## src/source/hash_loop_pkg.sv

```systemverilog
package hash_loop_pkg;

  // ==========================================================================
  // defaults for the top level parameters
  // ==========================================================================
  // line address width for a 2 MB scratchpad of 64-byte lines
  parameter int ADDR_WIDTH_DEFAULT = 15;
  parameter int ITER_LOG2_DEFAULT = 19;
  parameter int MULT_LATENCY_DEFAULT = 1;

  // ==========================================================================
  // data types
  // ==========================================================================
  typedef logic [63:0] word_t;

  // hi sits in bits [127:64]
  typedef struct packed {
    word_t hi;
    word_t lo;
  } block_t;

  typedef logic [511:0] line_t;

  // byte address bits [5:4]
  typedef logic [1:0] lane_idx_t;

  // logical lanes of one line, cx is logical lane 0
  typedef struct packed {
    block_t cx;
    block_t chk1;
    block_t chk2;
    block_t chk3;
  } lane_set_t;

  // chaining state in and out of a run
  typedef struct packed {
    block_t a;
    block_t bx0;
    block_t bx1;
  } loop_state_t;

  typedef enum logic [2:0] {
    phase_idle,
    phase_read1,
    phase_cipher,
    phase_write1,
    phase_read2,
    phase_step,
    phase_mul,
    phase_write2
  } phase_t;

endpackage

```

## src/source/loop_sequencer.sv

```systemverilog
`timescale 1ns/1ps

module loop_sequencer #(
  parameter int iter_log2 = hash_loop_pkg::ITER_LOG2_DEFAULT,
  parameter int mult_latency = hash_loop_pkg::MULT_LATENCY_DEFAULT
) (
  input  logic                  clk,
  input  logic                  reset_n,
  input  logic                  ctrl_start,
  output hash_loop_pkg::phase_t phase,
  output logic                  read_ack,
  output logic                  mul_ack,
  output logic                  ram_rden,
  output logic                  ram_wren,
  output logic                  sts_running,
  output logic                  sts_finished
);

  hash_loop_pkg::phase_t phase_next;
  logic                  start_ok;
  logic                  in_read;
  logic                  last_loop;
  logic                  last_write;
  // bit k is high in multiply cycle k
  logic [mult_latency:0] mul_dly;
  logic [iter_log2-1:0]  iter_cnt;

  // start only counts in idle
  assign start_ok = ctrl_start && (phase == hash_loop_pkg::phase_idle);

  assign in_read = (phase == hash_loop_pkg::phase_read1) ||
                   (phase == hash_loop_pkg::phase_read2);

  // rden in the first read cycle, ack in the second
  assign ram_rden = in_read && !read_ack;
  assign ram_wren = (phase == hash_loop_pkg::phase_write1) ||
                    (phase == hash_loop_pkg::phase_write2);

  // product lands mult_latency cycles into the multiply phase
  assign mul_ack = mul_dly[mult_latency];

  assign last_loop = &iter_cnt;
  assign last_write = (phase == hash_loop_pkg::phase_write2) && last_loop;

  // ==========================================================================
  // phase transitions
  // ==========================================================================
  always_comb begin
    phase_next = phase;
    case (phase)
      hash_loop_pkg::phase_idle: begin
        if (start_ok) begin
          phase_next = hash_loop_pkg::phase_read1;
        end
      end
      hash_loop_pkg::phase_read1: begin
        if (read_ack) begin
          phase_next = hash_loop_pkg::phase_cipher;
        end
      end
      hash_loop_pkg::phase_cipher: begin
        phase_next = hash_loop_pkg::phase_write1;
      end
      hash_loop_pkg::phase_write1: begin
        phase_next = hash_loop_pkg::phase_read2;
      end
      hash_loop_pkg::phase_read2: begin
        if (read_ack) begin
          phase_next = hash_loop_pkg::phase_step;
        end
      end
      hash_loop_pkg::phase_step: begin
        phase_next = hash_loop_pkg::phase_mul;
      end
      hash_loop_pkg::phase_mul: begin
        if (mul_ack) begin
          phase_next = hash_loop_pkg::phase_write2;
        end
      end
      hash_loop_pkg::phase_write2: begin
        // back to idle after the last iteration
        if (last_loop) begin
          phase_next = hash_loop_pkg::phase_idle;
        end else begin
          phase_next = hash_loop_pkg::phase_read1;
        end
      end
      default: begin
        phase_next = hash_loop_pkg::phase_idle;
      end
    endcase
  end

  // ==========================================================================
  // state, acks, iteration count and status
  // ==========================================================================
  always_ff @(posedge clk or negedge reset_n) begin
    if (!reset_n) begin
      phase <= hash_loop_pkg::phase_idle;
      read_ack <= 1'b0;
      mul_dly <= '0;
      iter_cnt <= '0;
      sts_running <= 1'b0;
      sts_finished <= 1'b0;
    end else begin
      phase <= phase_next;
      read_ack <= ram_rden;
      mul_dly <= {mul_dly[mult_latency-1:0], phase == hash_loop_pkg::phase_step};

      // completed iterations, wraps to zero after the last
      if (start_ok) begin
        iter_cnt <= '0;
      end else if (phase == hash_loop_pkg::phase_write2) begin
        iter_cnt <= iter_cnt + 1'b1;
      end

      if (start_ok) begin
        sts_running <= 1'b1;
      end else if (last_write) begin
        sts_running <= 1'b0;
      end
      sts_finished <= last_write;
    end
  end

endmodule

```

## config.mk

```make
export PLATFORM = sky130hd
export DESIGN_NAME = loop_sequencer
export DESIGN_NICKNAME = d
export VERILOG_FILES = /design/src/source/hash_loop_pkg.sv /design/src/source/loop_sequencer.sv
export SDC_FILE = /design/constraint.sdc
export NUM_CORES = 1
export LEC_CHECK = 0
export BUFFER_PORTS_ARGS = -buffer_cell sky130_fd_sc_hd__buf_2
export CAP_MARGIN = 25
export CORE_UTILIZATION = 60
export CTS_BUF_LIST = sky130_fd_sc_hd__clkbuf_4
export CTS_CLUSTER_DIAMETER = 40
export DETAILED_ROUTE_END_ITERATION = 7
export PLACE_DENSITY = 0.84
export SLEW_MARGIN = 15
export SYNTH_ARGS = -nofsm -noshare
export SYNTH_HDL_FRONTEND = slang
export SYNTH_SLANG_ARGS = --single-unit
```

## constraint.sdc

```tcl
create_clock -name clk -period 2.6 [get_ports clk]
set_clock_uncertainty 0.15 [all_clocks]
set_input_delay 0.13 -clock clk [delete_from_list [all_inputs] [get_ports clk]]
set_output_delay 0.13 -clock clk [all_outputs]
set_load 0.01 [all_outputs]
```

# Word level (Yosys, flattened, before mapping)

Index checks and enable logic that the tools add are counted.
Widths: inputs -> output; s select.

$add $sub $neg: 1
Eq/ne operators: 11
Multiplexer cells: 10
Reductions and logical operators: 11

Operators with widths:

| kind                  | count |
|---|---|
| $mux 19               | 2 |
| $pmux 3 s8            | 1 |
| $add 19x1->19 const B | 1 |
| $reduce_and 19->1     | 1 |
| $eq 3x3->1 const B    | 4 |
| $mux 3                | 4 |
| $ne 2x2->1 const B    | 4 |
| $eq 3x2->1 const B    | 2 |
| $reduce_and 4->1      | 1 |
| $reduce_bool 2->1     | 2 |
| $eq 3x1->1 const B    | 1 |
| $logic_and 1x1->1     | 3 |
| $logic_not 3->1       | 1 |
| $mux 1                | 3 |
| $logic_or 1x1->1      | 2 |
| $logic_not 1->1       | 1 |

Bits in registers: 27
Input bits: 3
Logic and storage cells: 39

# Logic depth before layout (Yosys ltp)

Gate-level depths: netlist of run 1.

Depth after elaboration: 4
Mapped depth: 6
Gate-level depth less buffers: 5

# Least setup slack after synthesis of run 1

OpenSTA, ideal clock, no wires.

Path kind: register to register
Start point: register phase[1]
End point: register iter_cnt[11]
Setup time: 120 ps
Arrival time: 1,750 ps
Required time: 2,330 ps
Path slack: 580 ps
Stages on the path, launching flop included: 7
Path buffers: 2
Period minus slack after synthesis: 2,020 ps
Cells stage by stage: dfrtp_1 -> buf_2 -> nand3_1 -> clkbuf_1 -> nor4_1 -> a21oi_1 -> a31o_2

Longest elaborated chain between the ends: 3
Elaborated cells on any way between the ends: 5

Ends and longest elaborated chain:

| what                                                | line                  | source |
|---|---|---|
| start: declaration                                  | loop_sequencer.sv:10  | `output hash_loop_pkg::phase_t phase,` |
| start signal: assignment                            | loop_sequencer.sv:99  | `phase <= hash_loop_pkg::phase_idle;` |
| start signal: assignment                            | loop_sequencer.sv:106 | `phase <= phase_next;` |
| $logic_not 3->1                                     | loop_sequencer.sv:29  | `assign start_ok = ctrl_start && (phase == hash_loop_pkg::phase_idle);` |
| $logic_and 1x1->1                                   | loop_sequencer.sv:29  |  |
| $mux 19 / $reduce_bool 2->1 (equally long branches) | -                     |  |
| end signal: assignment                              | loop_sequencer.sv:114 | `iter_cnt <= iter_cnt + 1'b1;` |
| end: declaration                                    | loop_sequencer.sv:26  | `logic [iter_log2-1:0] iter_cnt;` |

Parallel ways exist; a longest one is shown, timed or not.
A chain may end at the register's enable or synchronous reset.

# Final worst setup path of run 1

Start point: register phase[0]
End point: register iter_cnt[9]

Same word-level chain as after synthesis.

==> results of run 1 <==
[state kept, by name, summed over array words and instances (netlist names)]
signal	flops
mul_dly	2
sts_finished	1
iter_cnt	19
read_ack	1
phase	3
sts_running	1
[per-layer routing]
layer	track usage	part of all wire	vias to the layer above
li1	-	-	512
met1	0.323	0.46	510
met2	0.379	0.48	28
met3	0.0370	0.033	8
met4	0.129	0.030	0
met5	0	0	-
[critical path: cells and delay by family, from the launching register on]
family,cells,cell delay [ns]
compound gates,2,0.28
flops,1,0.63
simple gates,2,0.79
buf+inv,1,0.19
[cell usage after synthesis]
library cell	count
o21ai_0	6
nand4bb_1	2
or4b_2	1
nand2_1	15
buf_2	1
or4_4	1
nor4b_2	1
o32a_2	1
a31o_2	2
inv_1	1
or3_2	1
or3_1	1
a21oi_1	8
o311ai_0	1
xnor2_1	8
and3_1	3
o31ai_1	2
o31a_2	1
mux2i_1	4
nand3_1	8
and2_1	2
xor2_1	3
or4_1	1
nand4_1	2
nor2_1	13
clkbuf_1	5
nor3_1	6
dfrtp_1	27
o22ai_1	1
nand2b_1	1
buf_6	1
nor3b_1	1
ha_1	1
nor4_1	4
nand4_2	1
[power by group through the flow]
stage | sequential [mW] | clock [mW] | combinational, mW
2_1_floorplan | 0.609 | 0 | 0.295
3_3_place_gp | 0.651 | 0 | 0.349
3_5_place_dp | 0.663 | 0 | 0.366
4_1_cts | 0.654 | 0.184 | 0.374
5_1_grt | 0.683 | 0.201 | 0.406
6_report | 0.660 | 0.183 | 0.370
[cell usage in the layout, fill, tap and decap left out, types with 2 or more instances in the layout]
cell,n
mux2i_1,4
o31ai_1,2
nor3_1,6
nand4_1,2
and3_1,3
and2_1,2
clkbuf_4,3
o21ai_0,6
buf_4,2
xor2_1,3
nand3_1,8
a31o_2,2
nand4bb_1,2
dfrtp_1,27
xnor2_1,8
a21oi_1,8
nand2_1,15
nor2_1,13
buf_2,11
nor4_1,4
[logic make-up after synthesis]
group	Yosys count	share of synthesized area
and+or+nand+nor	64	0.259
adders and majority gates	1	0.00925
DFF	27	0.500
AOI/OAI and AO/OA	22	0.103
buffers and inverters	8	0.0287
xor gates and xnor gates	11	0.0712
muxes	4	0.0296
[layout make-up]
class                   instances  share of cell area
clock buffers                   3              0.0154
clock inverters                 1             0.00343
inverters                       1             0.00257
multi-input cells             102               0.437
flip-flops and latches         27               0.463
well taps                      27              0.0232
repair buffers                 14              0.0549
[how the worst max path moves through the flow]
stage,endpoint,slack [ns],cells after the start
floorplan,iter_cnt[11],0.58,6
global placement,iter_cnt[16],0.60,4
detailed placement,iter_cnt[16],0.50,4
CTS,iter_cnt[16],0.46,4
global route,iter_cnt[11],0.27,5
finish,iter_cnt[9],0.44,5
[what timing repair did]
| item | CTS | global route |
|---|---|---|
| endpoints found under the hold margin | 27 | 0 |
| buffers inserted | 0 | 0 |
| gates resized for setup | 0 | 0 |
| hold buffers | 1 | 0 |
==> impl_results.md, run 1 <==
* Worst-Margin Slew at 0.591 ns
* Flop pwr share at 0.544
* Antenna-violating nets left at 0
* CTS buffer count at 3
* Crit path max fanout at 15
* Net count after synthesis at 141
* Worst vdd ir at 0.791 mV
* Die ar. at 2450 sq um
* Worst Setup SP: phase[0]
* Register area share after synthesis at 0.500
* Unique masters post-synth at 35
* Post-route minimum period at 2.16 ns
* Capturing point of the worst reg2reg path: iter_cnt[9]
* RSZ-0062 raised after global routing: no
* Post-route insts no fill at 175
* Layout cells sized above 1 at 0.176
* Placed Cells at 170
* Synth Cell Area at 1350 sq um
* CP startpoint kind: flip-flop
* Sw frac at 0.390
* Slew Limit Headroom at 0.606
* Comb pwr share at 0.305
* Final #Nets at 153
* Cells after synthesis at 137
* Max_cap viols at 0
* Setup slack after layout at 0.441 ns
* Total GRT Usage at 0.241
* Largest net degree at the start of global routing at 28
* WL final at 2700 um
* Fillers at 173
* Status: finished clean
* Worst reg2reg path startpoint: phase[0]
* Initial Util at 0.662
* Net Switching at 0.473 mW
* Worst Path Arrival at 2.23 ns
* Max H-tree Level at 1
* Vias per cell at 6.05
* Worst Hold Path Cells at 4
* Placer congestion estimate at 0.788
* Hold Vio Cnt, Final at 0
* Vias at 1058
* Seq cells post-synth at 27
* Multi-input logic area at 638 sq um
* Internal Power at 0.740 mW
* FF+latch area at 676 sq um
* CTS clk-pin slew, worst paths at 0.15 ns
* Hold EP: phase[0]
* Site row count at 16
* Ant. Diodes at 0
* Dpl hpwl at 1870 um
* Area growth syn-to-layout at 7.86%
* Top Ports at 12
* FF-to-FF path depth at 5
* Die height at 49.5 um
* Crit-path cells: nand3_1 > nor4_1 > buf_4 > a21oi_1 > a31o_2
* Synth warn at 0
* Area leader, netlist: dfrtp_1
* Vias in the first global route at 950
* Setup crit end kind: flip-flop
* Slew Viols, Final at 0
* CP max-delay cell: dfrtp_1
* Tcrit/Tclk final at 0.830
* Overflow after GRT at 0
* Post-Route Utilization at 0.714
* P_leak at 0.632 nW
* CTS tree: built
* PwrDens at 831 nW/um^2
* Fmax at 463 MHz
* Post-route cell area at 1460 sq um
* Core area at 2040 sq um
* DRC Markers at 0
* Clock Path Buffers at 2
* Mapped Avg Cell Area at 9.87 sq um
* Max stage delay on crit path at 0.63 ns
* Worst-skew pair later-pin latency at 0.33 ns
* Worst hold slack at 0.145 ns
* Worst path required time at 2.68 ns
* Global-route wire length before repair at 4350 um
* Root buf cell: clkbuf_4
* Drt pass-1 iters at 4
* Hold Crit Class: in -> reg
* R2R Setup Slk at 0.44 ns
* Fin Setup TNS at 0 ns
* Tot Pwr at 1.21 mW
* Die X at 49.5 um
* Placement Setup Slack at 0.501 ns
* Kind of critical path: reg -> reg
* Dpl cell area at 1420 sq um
* Initial antenna violation count at 0
* Synth area leaders: dfrtp_1 (50%), xnor2_1 (5.2%), nand2_1 (4.2%)
* Final setup viols at 0
* WL/cell at 15.5 um
* Clock share of power at 0.151
* Port bufs at 11
* Min-delay src: ctrl_start
* Drt initial violations at 36
* Top-area cell type share of the netlist area at 0.500
* Clock sink count at 27
Power figures use the tool's default switching activity.
==> run 2, diff against run 1 <==
Clock period 2.6 ns to 2 ns, I/O delays scaled along.
==> run 2 against run 1 <==
Effect of this change: core utilization up 4.4 points; largest cell class unchanged; via count up 6.4%; largest power group unchanged; die area unchanged; maximum frequency up 12%.
==> impl_results.md, run 2 (synthesis results as in run 1) <==
* Max stage delay on crit path at 0.62 ns (was 0.63 ns)
* Max_cap viols at 0 (unchanged)
* CTS clk-pin slew, worst paths at 0.15 ns (about the same)
* Initial Util at 0.662 (unchanged)
* Worst Path Arrival at 2.05 ns (was 2.23 ns)
* WL final at 2700 um (about the same)
* DRC Markers at 0 (unchanged)
* Crit-path cells: nand4_2 > or4_4 > or4_1 > a21oi_1 (was nand3_1 > nor4_1 > buf_4 > a21oi_1 > a31o_2)
* P_leak at 0.687 nW (was 0.632 nW)
* Top reg by flops: iter_cnt (unchanged)
* Net Switching at 0.629 mW (was 0.473 mW)
* Top Ports at 12 (unchanged)
* Final #Nets at 164 (was 153)
* Placement Setup Slack at 0.0645 ns (was 0.501 ns)
* Slew Viols, Final at 0 (unchanged)
* Sw frac at 0.377 (was 0.390)
* Largest regs: iter_cnt (19), phase (3), mul_dly (2) (unchanged)
* FF+latch area at 676 sq um (unchanged)
* Kind of critical path: reg -> reg (unchanged)
* Placer congestion estimate at 0.806 (was 0.788)
* Final setup viols at 0 (unchanged)
* Die X at 49.5 um (unchanged)
* WL/cell at 14.5 um (was 15.5 um)
* Placed Cells at 180 (was 170)
* Dpl hpwl at 1980 um (was 1870 um)
* Hold Crit Class: in -> reg (unchanged)
* Post-route cell area at 1550 sq um (was 1460 sq um)
* Status: finished clean (unchanged)
* RSZ-0062 raised after global routing: no (unchanged)
* CTS buffer count at 3 (unchanged)
* Site row count at 16 (unchanged)
* CP max-delay cell: or4_4 (was dfrtp_1)
* Slew Limit Headroom at 0.612 (was 0.606)
* Antenna-violating nets left at 0 (unchanged)
* Clock share of power at 0.143 (was 0.151)
* Worst path required time at 2.12 ns (was 2.68 ns)
* Vias in the first global route at 1121 (was 950)
* Drt pass-1 iters at 4 (unchanged)
* PwrDens at 1080 nW/um^2 (was 831 nW/um^2)
* Post_cts resized at 0 (unchanged)
* Largest net degree at the start of global routing at 28 (unchanged)
* Overflow after GRT at 0 (unchanged)
* Port bufs at 11 (unchanged)
* Most common cell after layout, fill and taps aside: dfrtp_1 (unchanged)
* Post-route minimum period at 1.93 ns (was 2.16 ns)
* Drt initial violations at 25 (was 36)
* Core area at 2040 sq um (unchanged)
* Post-route insts no fill at 186 (was 175)
* Multi-input logic area at 644 sq um (was 638 sq um)
* Tcrit/Tclk final at 0.964 (was 0.830)
* Comb pwr share at 0.399 (was 0.305)
* Dpl cell area at 1500 sq um (was 1420 sq um)
* Post-Route Utilization at 0.758 (was 0.714)
* Clock Path Buffers at 2 (unchanged)
* Max FFs per register at 19 (unchanged)
* Worst-skew pair later-pin latency at 0.33 ns (about the same)
* Flop pwr share at 0.459 (was 0.544)
* CTS tree: built (unchanged)
* Die ar. at 2450 sq um (unchanged)
* Max H-tree Level at 1 (unchanged)
* Worst-Margin Slew at 0.582 ns (was 0.591 ns)
* Fillers at 149 (was 173)
* Total GRT Usage at 0.254 (was 0.241)
* Crit path max fanout at 12 (was 15)
* Setup crit end kind: flip-flop (unchanged)
* Fin Setup TNS at 0 ns (unchanged)
* Internal Power at 1.04 mW (was 0.740 mW)
* Global-route wire length before repair at 4640 um (was 4350 um)
* Commonest cells after routing, fill and taps aside: dfrtp_1 (27), nand2_1 (15), nor2_1 (13), buf_4 (13), buf_2 (11) (was dfrtp_1 (27), nand2_1 (15), nor2_1 (13))
* CP startpoint kind: flip-flop (unchanged)
* Vias per cell at 6.05 (about the same)
* Die height at 49.5 um (unchanged)
* Layout cells sized above 1 at 0.239 (was 0.176)
* Area growth syn-to-layout at 14.4% (was 7.86%)
* Fmax at 518 MHz (was 463 MHz)
* Clock sink count at 27 (unchanged)
* Setup slack after layout at 0.0713 ns (was 0.441 ns)
* Vias at 1126 (was 1058)
* Ant. Diodes at 0 (unchanged)
* Initial antenna violation count at 0 (unchanged)
* Worst vdd ir at 1.02 mV (was 0.791 mV)
* Hold Vio Cnt, Final at 0 (unchanged)
* Root buf cell: clkbuf_4 (unchanged)
[run 2: area by class of cell]
cell class,count,share of cell area
clock buffers,3,0.0146
repair buffers,25,0.105
inverters,1,0.00243
flip-flops and latches,27,0.437
multi-input cells,102,0.416
well taps,27,0.0218
clock inverters,1,0.00323
[run 2: path summary, 6_finish.rpt]
kind                              from            to  slack [ns]  cells past startpoint
max                        iter_cnt[4]  iter_cnt[16]        0.07                      4
min                         ctrl_start  iter_cnt[12]        0.03                      3
max in group asynchronous      reset_n   iter_cnt[9]        1.19                      2
max reg2reg                iter_cnt[4]  iter_cnt[16]        0.07                      4
min reg2reg                 mul_dly[0]    mul_dly[1]        0.22                      0
min in group asynchronous      reset_n  iter_cnt[17]        0.13                      2
[run 2: critical path: cells and delay by family (launching register included)]
| kind | cells | cell delay, ns |
|---|---|---|
| and+or+nand+nor | 3 | 1.17 |
| DFF | 1 | 0.41 |
| AOI/OAI and AO/OA | 1 | 0.14 |
[run 2: power groups by stage]
| stage | Combinational (mW) | Sequential, mW | Clock (mW) |
|---|---|---|---|
| 3_5_place_dp | 0.656 | 0.777 | 0 |
| 5_1_grt | 0.745 | 0.781 | 0.261 |
| 6_report | 0.665 | 0.765 | 0.238 |
| 2_1_floorplan | 0.385 | 0.792 | 0 |
| 3_3_place_gp | 0.630 | 0.766 | 0 |
| 4_1_cts | 0.662 | 0.764 | 0.239 |
[run 2: stage by stage]
| stage | hold WS [ns] | total power [mW] |
|---|---|---|
| 2_1_floorplan | -0.346 | 1.18 |
| 3_3_place_gp | -0.0251 | 1.40 |
| 3_5_place_dp | -0.0155 | 1.43 |
| 4_1_cts | 0.0353 | 1.66 |
| 5_1_grt | 0.0668 | 1.79 |
| 6_report | 0.0338 | 1.67 |
[run 2: repair_timing]
item                       in CTS  in global routing
hold buffers                    1                  0
hold endpoints to repair       27                  0
buffers inserted                0                  1
setup endpoints to repair       0                  1
[run 2: layer usage]
layer | vias to the layer above | global-route usage | share of wire
met2 | 41 | 0.432 | 0.49
met3 | 5 | 0.0463 | 0.044
met5 | - | 0 | 0
met4 | 0 | 0.119 | 0.016
li1 | 533 | - | -
met1 | 547 | 0.312 | 0.45
